## src/hw/bp_pkg.sv

```systemverilog
// Branch predictor shared types, AXI4-Lite structs and register map
`default_nettype none

package bp_pkg;

  // --------------------
  // Basic widths
  // --------------------
  typedef logic [31:0] vaddr_t;
  typedef logic [3:0]  lane_mask_t;
  typedef logic [1:0]  lane_idx_t;
  typedef logic [1:0]  bp_cnt_t;
  typedef logic [7:0]  axil_addr_t;
  typedef logic [31:0] axil_data_t;

  // Counter reset value, weakly not taken
  localparam bp_cnt_t CNT_WEAK_NT = 2'b01;

  // Commit-time training record
  typedef struct packed {
    logic   valid;
    vaddr_t pc;
    vaddr_t target;
    logic   taken;
    logic   is_cond;
  } bp_update_t;

  // Steering from the register block
  typedef struct packed {
    logic predict_en;
    logic hist_clear;
  } bp_ctrl_t;

  // --------------------
  // AXI4-Lite
  // --------------------
  typedef struct packed {
    logic       awvalid;
    axil_addr_t awaddr;
    logic       wvalid;
    axil_data_t wdata;
    logic [3:0] wstrb;
    logic       bready;
    logic       arvalid;
    axil_addr_t araddr;
    logic       rready;
  } axil_req_t;

  typedef struct packed {
    logic       awready;
    logic       wready;
    logic       bvalid;
    logic [1:0] bresp;
    logic       arready;
    logic       rvalid;
    axil_data_t rdata;
    logic [1:0] rresp;
  } axil_resp_t;

  localparam logic [1:0] AXI_RESP_OKAY = 2'b00;

  // Write channel sequencing
  typedef enum logic [1:0] {
    WR_IDLE,
    WR_DATA,
    WR_RESP
  } axil_wr_state_e;

  // Register map
  localparam axil_addr_t REG_CTRL    = 8'h00;
  localparam axil_addr_t REG_LOOKUPS = 8'h04;
  localparam axil_addr_t REG_TAKEN   = 8'h08;
  localparam axil_addr_t REG_GHIST   = 8'h0C;

endpackage

`default_nettype wire

```

## src/hw/bp_csr.sv

```systemverilog
// AXI4-Lite register block, predictor control, event counters, history
`timescale 1ns/1ps
`default_nettype none

module bp_csr
  import bp_pkg::*;
#(
  parameter int unsigned GHIST_W = 8
) (
  input  wire                 i_clk,
  input  wire                 i_arst_n,
  input  axil_req_t           i_axil,
  output axil_resp_t          o_axil,
  output bp_ctrl_t            o_ctrl,
  input  wire                 i_lookup_evt,
  input  wire                 i_taken_evt,
  input  wire [GHIST_W-1:0]   i_ghist
);

  axil_wr_state_e r_wr_state;
  axil_addr_t     r_awaddr;
  logic           r_awready;
  logic           r_wready;
  logic           r_bvalid;
  logic           r_arready;
  logic           r_rvalid;
  axil_data_t     r_rdata;
  axil_data_t     w_rd_mux;
  logic           w_wr_fire;
  logic           r_predict_en;
  logic           r_hist_clear;
  logic [31:0]    r_lookups;
  logic [31:0]    r_taken;

  // --------------------
  // Write channel
  // --------------------
  always_ff @(posedge i_clk or negedge i_arst_n) begin
    if (!i_arst_n) begin
      r_wr_state <= WR_IDLE;
      r_awready  <= 1'b0;
      r_wready   <= 1'b0;
      r_bvalid   <= 1'b0;
    end else begin
      case (r_wr_state)
        WR_IDLE: begin
          r_awready <= 1'b1;
          if (i_axil.awvalid && r_awready) begin
            r_awready  <= 1'b0;
            r_wready   <= 1'b1;
            r_wr_state <= WR_DATA;
          end
        end
        WR_DATA: begin
          if (w_wr_fire) begin
            r_wready   <= 1'b0;
            r_bvalid   <= 1'b1;
            r_wr_state <= WR_RESP;
          end
        end
        WR_RESP: begin
          // Hold response until taken
          if (i_axil.bready) begin
            r_bvalid   <= 1'b0;
            r_wr_state <= WR_IDLE;
          end
        end
        default: r_wr_state <= WR_IDLE;
      endcase
    end
  end

  always_ff @(posedge i_clk) begin
    if (i_axil.awvalid && r_awready) begin
      r_awaddr <= i_axil.awaddr;
    end
  end

  assign w_wr_fire = (r_wr_state == WR_DATA) && i_axil.wvalid && r_wready;

  // --------------------
  // Registers
  // --------------------
  always_ff @(posedge i_clk or negedge i_arst_n) begin
    if (!i_arst_n) begin
      r_predict_en <= 1'b1;
      r_hist_clear <= 1'b0;
    end else begin
      r_hist_clear <= 1'b0;
      if (w_wr_fire && (r_awaddr == REG_CTRL) && i_axil.wstrb[0]) begin
        r_predict_en <= i_axil.wdata[0];
        // Single-cycle pulse
        r_hist_clear <= i_axil.wdata[1];
      end
    end
  end

  // Counters, a write clears and wins over an event
  always_ff @(posedge i_clk or negedge i_arst_n) begin
    if (!i_arst_n) begin
      r_lookups <= '0;
      r_taken   <= '0;
    end else begin
      if (w_wr_fire && (r_awaddr == REG_LOOKUPS)) begin
        r_lookups <= '0;
      end else if (i_lookup_evt) begin
        r_lookups <= r_lookups + 32'd1;
      end
      if (w_wr_fire && (r_awaddr == REG_TAKEN)) begin
        r_taken <= '0;
      end else if (i_taken_evt) begin
        r_taken <= r_taken + 32'd1;
      end
    end
  end

  // --------------------
  // Read channel
  // --------------------
  always_comb begin
    case (i_axil.araddr)
      REG_CTRL:    w_rd_mux = {31'd0, r_predict_en};
      REG_LOOKUPS: w_rd_mux = r_lookups;
      REG_TAKEN:   w_rd_mux = r_taken;
      REG_GHIST:   w_rd_mux = axil_data_t'(i_ghist);
      default:     w_rd_mux = '0;
    endcase
  end

  always_ff @(posedge i_clk or negedge i_arst_n) begin
    if (!i_arst_n) begin
      r_arready <= 1'b0;
      r_rvalid  <= 1'b0;
    end else if (r_rvalid) begin
      if (i_axil.rready) begin
        r_rvalid <= 1'b0;
      end
    end else if (i_axil.arvalid && r_arready) begin
      r_arready <= 1'b0;
      r_rvalid  <= 1'b1;
    end else begin
      r_arready <= 1'b1;
    end
  end

  // Data captured at the ar handshake
  always_ff @(posedge i_clk) begin
    if (i_axil.arvalid && r_arready && !r_rvalid) begin
      r_rdata <= w_rd_mux;
    end
  end

  assign o_axil.awready = r_awready;
  assign o_axil.wready  = r_wready;
  assign o_axil.bvalid  = r_bvalid;
  assign o_axil.bresp   = AXI_RESP_OKAY;
  assign o_axil.arready = r_arready;
  assign o_axil.rvalid  = r_rvalid;
  assign o_axil.rdata   = r_rdata;
  assign o_axil.rresp   = AXI_RESP_OKAY;

  assign o_ctrl.predict_en = r_predict_en;
  assign o_ctrl.hist_clear = r_hist_clear;

  a_bvalid_hold : assert property (
    @(posedge i_clk) disable iff (!i_arst_n)
    (r_bvalid && !i_axil.bready) |=> r_bvalid
  );

endmodule

`default_nettype wire

```

## config.mk

```make
export PLATFORM = sky130hd
export DESIGN_NAME = bp_csr
export DESIGN_NICKNAME = d
export VERILOG_FILES = /design/src/hw/bp_pkg.sv /design/src/hw/bp_csr.sv
export SDC_FILE = /design/constraint.sdc
export NUM_CORES = 1
export LEC_CHECK = 0
export BUFFER_PORTS_ARGS = -buffer_cell sky130_fd_sc_hd__buf_2
export CORE_ASPECT_RATIO = 1.4
export CORE_MARGIN = 2
export CORE_UTILIZATION = 61
export CTS_BUF_LIST = sky130_fd_sc_hd__clkbuf_2 sky130_fd_sc_hd__clkbuf_4 sky130_fd_sc_hd__clkbuf_8
export CTS_CLUSTER_DIAMETER = 40
export CTS_CLUSTER_SIZE = 10
export DETAILED_ROUTE_END_ITERATION = 12
export PLACE_DENSITY_LB_ADDON = 0.25
export SLEW_MARGIN = 20
export SYNTH_ARGS = -nofsm -noshare
export SYNTH_HDL_FRONTEND = slang
export SYNTH_SLANG_ARGS = --single-unit
```

## constraint.sdc

```tcl
create_clock -name i_clk -period 5.82 [get_ports i_clk]
set_input_delay 0.582 -clock i_clk [delete_from_list [all_inputs] [get_ports i_clk]]
set_output_delay 0.582 -clock i_clk [all_outputs]
set_load 0.01 [all_outputs]
```

Word level (Yosys, flattened, before mapping)
Cells that the tools add are included.
{"block": "classes", "addsub": 2, "n_eq_ne": 10, "mux": 21, "reduce_logical": 20}
{"operator": "$mux 32", "n": 4}
{"operator": "$pmux 32 s4", "n": 1}
{"operator": "$add 32x1->32 const B", "n": 2}
{"operator": "$eq 8x4->1 const B", "n": 3}
{"operator": "$eq 8x3->1 const B", "n": 2}
{"operator": "$logic_not 8->1", "n": 2}
{"operator": "$mux 1", "n": 10}
{"operator": "$logic_and 1x1->1", "n": 9}
{"operator": "$reduce_and 3->1", "n": 3}
{"operator": "$reduce_bool 2->1", "n": 4}
{"operator": "$mux 2", "n": 3}
{"operator": "$ne 2x2->1 const B", "n": 3}
{"operator": "$pmux 2 s3", "n": 1}
{"operator": "$pmux 1 s2", "n": 2}
{"operator": "$eq 2x1->1 const B", "n": 1}
{"operator": "$eq 2x2->1 const B", "n": 1}
{"operator": "$logic_not 2->1", "n": 1}
{"operator": "$logic_not 1->1", "n": 1}
{"block": "word_totals", "reg_bits": 113}

Logic depth before layout (Yosys ltp)
{"block": "depth", "depth_word": 6, "mapped_depth": 7}

Least setup slack after synthesis
No wires, ideal clock.
{"block": "synth_path", "path_kind": "input-to-reg", "from": "input port i_axil[9] (netlist name)", "to": "register r_rdata[0] (enable)", "setup_ps": 423, "arrival_time_ps": 2030, "required_time_ps": 5397, "path_slack_ps": 3367, "cell_stages": 2, "path_buffers": 0, "path_cell_list": "nand2_1 -> nor2_1"}
{"block": "synth_via", "elab_chain_len": 2}
{"item": "start, declared", "line": "bp_csr.sv:12", "rtl": "input axil_req_t i_axil,"}
{"item": "$logic_and 1x1->1 (2 in a row)", "line": "bp_csr.sv:148", "rtl": "if (i_axil.arvalid && r_arready && !r_rvalid) begin"}
{"item": "end signal, assigned", "line": "bp_csr.sv:149", "rtl": "r_rdata <= w_rd_mux;"}
{"item": "end, declared", "line": "bp_csr.sv:27", "rtl": "axil_data_t r_rdata;"}
No other way between the ends.
A chain may end at the register's enable or synchronous reset.

Final worst setup path
{"block": "layout_path", "from": "register r_lookups[0]", "to": "register r_lookups[22]"}
{"block": "layout_via", "elab_chain_len": 3}
{"item": "start, declared", "line": "bp_csr.sv:32", "rtl": "logic [31:0] r_lookups;"}
{"item": "start signal, assigned", "line": "bp_csr.sv:107", "rtl": "r_lookups <= r_lookups + 32'd1;"}
{"item": "$add 32x1->32", "line": "bp_csr.sv:107"}
{"item": "$mux 32", "line": "bp_csr.sv:106", "rtl": "end else if (i_lookup_evt) begin"}
{"item": "$mux 32", "line": "bp_csr.sv:104", "rtl": "if (w_wr_fire && (r_awaddr == REG_LOOKUPS)) begin"}
No other way between the ends. The select of a mux whose other input is x is not followed.

==> impl_metrics.toml <==
[status]
status = "complete, no violations"

[layout]
layout_commonest_cell = "buf_2"
layoutNonFillerInstCount = 675
area_growth_pct = 14.73
num_antenna_cells = 0
final_cell_mix = "74 x buf_2, 72 x dfrtp_1, 40 x edfxtp_1, 39 x nor2_1, 38 x a21oi_1"
fin_util = 0.7247
layout-drive-gt1-share = 0.2211
nNetsFinal = 628
fin_area_mm2 = 0.006275

[placed_design]
place.gp.congestion = 0.8429
dpl.cell_count = 643
hpwl_um = 8201
post_dp_cell_area_mm2 = 0.005801
port_buffers = 74

[sta]
rsz0062_at_grt = "false"
min_period_ns = 2.375
fin_tns_setup_ns = 0
fmax_mhz = 421.1
worst_pin_slew_ns = 0.9433
finalClockSkew_ns = 0.01108
hold_violations = 0
finalSetupViolCount = 0
drv_slew = 0
min_period_over_period = 0.4080
hold_ws_ns = 0.3141
slew_headroom = 0.3711

[grt]
grt_max_degree = 74
use_met1 = 0.3078
antenna_found_initial = 0
met3_usage = 0.07194
grt_overflow = 0
grt_use_met2 = 0.4688
grt-busiest-layer = "met2"
first_global_vias = 4229
grt_util_all_layers = 0.2663
grt_pass1_wl_um = 20020

[die]
die_height_um = 116.0
dieWidth_um = 84.03
initial_core_util = 0.6316
core_area_mm2 = 0.008658
ios = 112
num_rows = 40
die_area_mm2 = 0.009750

[cts]
cts.htree.levels = 4
ctsResizeCount = 0
clockBufferDepth = 2
insertion_delay_ns = 0.44
path_clk_slew_ns = 0.06
cts_made_buffers = 17
cts_tree = "done"
cts_setup_buffers = 0
cts_hold_buffers = 0
cts.sinks = 113
root_buffer = "clkbuf_8"

[yosys]
ys_ff_latch = 113
ys_seq_area_frac = 0.5539
synth_ff_type = "dfrtp_1"
synth_edf_count = 40
yosysTopAreaCell = "dfrtp_1"
yosysTopAreaCellShare = 0.3294
postSynthAreaPerCell_um2 = 10.89
yosys_warnings = 0
synthesis.area_mm2 = 0.005469
syn_inst = 502
async_flop_share = 0.6460
ys_types = 42
synthTopCellsByArea = "dfrtp_1 33%, edfxtp_1 22%, a22o_1 3.8%"

[power]
p_leak_nw = 2.570
peakVddDrop_v = 0.0002757
powerDensity_mw_per_mm2 = 360.6

[worst_setup_path]
r2r_setup_slack_ns = 3.45
cp_data_arrival_time_ns = 2.73
cp-start-kind = "flop"
required_ns = 6.17
cp_max_fo = 19
path_class = "flop to flop"
cp-end-kind = "flop"

[route]
routed_wl_um = 12280
vias = 4286
viasPerCell = 6.350
wl_per_cell_um = 18.19
drc = 0
drt_iter0_drc = 313
dr.pass1.iters = 4
ant_nets = 0

[min_path]
hp-class = "input pin to flop"

[job]
cap_violations = 0
Yosys cell counts, types with 8 or more instances:
cell / count
and3_1: 8
xnor2_1: 8
clkbuf_1: 27
nor2_1: 40
or3_1: 9
buf_4: 11
nand3_1: 20
nand2_1: 22
and4_1: 14
or4_1: 26
edfxtp_1: 40
inv_1: 9
o21ai_0: 13
xor2_1: 15
nand4_1: 23
mux2_2: 9
dfrtp_1: 72
o31ai_1: 25
a22o_1: 24
a21oi_1: 38
registers in the layout, indices dropped and copies added (netlist names):
signal,count
r_arready,1
r_awaddr,8
r_awready,1
r_bvalid,1
r_hist_clear,1
r_lookups,32
r_predict_en,1
r_rdata,32
r_rvalid,1
r_taken,32
r_wr_state,2
r_wready,1
path summary, 6_finish.rpt:
| kind | from | end | cells past startpoint |
|---|---|---|---|
| setup reg to reg | r_lookups[0]$_DFFE_PN0P_ | r_lookups[22]$_DFFE_PN0P_ | 5 |
| setup / recovery | r_lookups[0]$_DFFE_PN0P_ | r_lookups[22]$_DFFE_PN0P_ | 5 |
| hold / removal | i_axil[53] | r_awaddr[5]$_DFFE_PP_ | 1 |
| max in group asynchronous | i_arst_n | r_lookups[28]$_DFFE_PN0P_ | 2 |
| hold reg to reg | r_wr_state[1]$_DFFE_PN0P_ | r_wr_state[0]$_DFFE_PN0P_ | 1 |
| min in group asynchronous | i_arst_n | r_lookups[21]$_DFFE_PN0P_ | 2 |
logic make-up (layout without fill, tap and decap cells):
kind of cell | Yosys count | in the layout | synth area share
and+or+nand+nor | 185 | 185 | 0.1933
DFF | 113 | 113 | 0.5539
AOI/OAI and AO/OA | 111 | 111 | 0.1352
buffers and inverters | 54 | 119 | 0.04736
xor gates and xnor gates | 23 | 23 | 0.03683
muxes | 13 | 13 | 0.02814
adders and majority gates | 2 | 2 | 0.004575
other | 1 | 4 | 0.0006857
through the flow:
step | total power, mW | setup WS [ns]
final | 2.262 | 3.445
after global routing | 2.361 | 3.309
after CTS | 2.278 | 3.442
after detailed placement | 1.395 | 3.284
after global placement | 1.375 | 3.304
after floorplan | 1.284 | 3.367
worst max-delay path, stage by stage (launching register included):
cell and delay [ns]:
dfrtp_1 0.42, ha_1 0.19, nand4_1 0.27, nand2b_1 0.58
or4_1 0.64, a21oi_1 0.18
area by class of cell:
| cell class | instances | area [µm²] |
|---|---|---|
| Multi-Input combinational cell | 338 | 2206 |
| Clock inverter | 12 | 211.5 |
| Timing Repair Buffer | 78 | 400.4 |
| Tap cell | 105 | 131.4 |
| Clock buffer | 20 | 262.8 |
| Inverter | 9 | 33.78 |
| Sequential cell | 113 | 3029 |
| Fill cell | 616 | 2384 |
per-layer routing:
layer | wire length, µm | share of wire | vias up
met4 | 212 | 0.017 | 0
met5 | 0 | 0 | -
met2 | 6584 | 0.54 | 151
li1 | - | - | 2002
met3 | 640 | 0.052 | 17
met1 | 4843 | 0.39 | 2116
where the power goes:
group,total [mW],internal [mW],switching [mW]
Sequential,1.07,0.956,0.110
Combinational,0.314,0.138,0.176
Clock,0.882,0.569,0.314
Note: power is estimated with default switching activity, not from simulation.
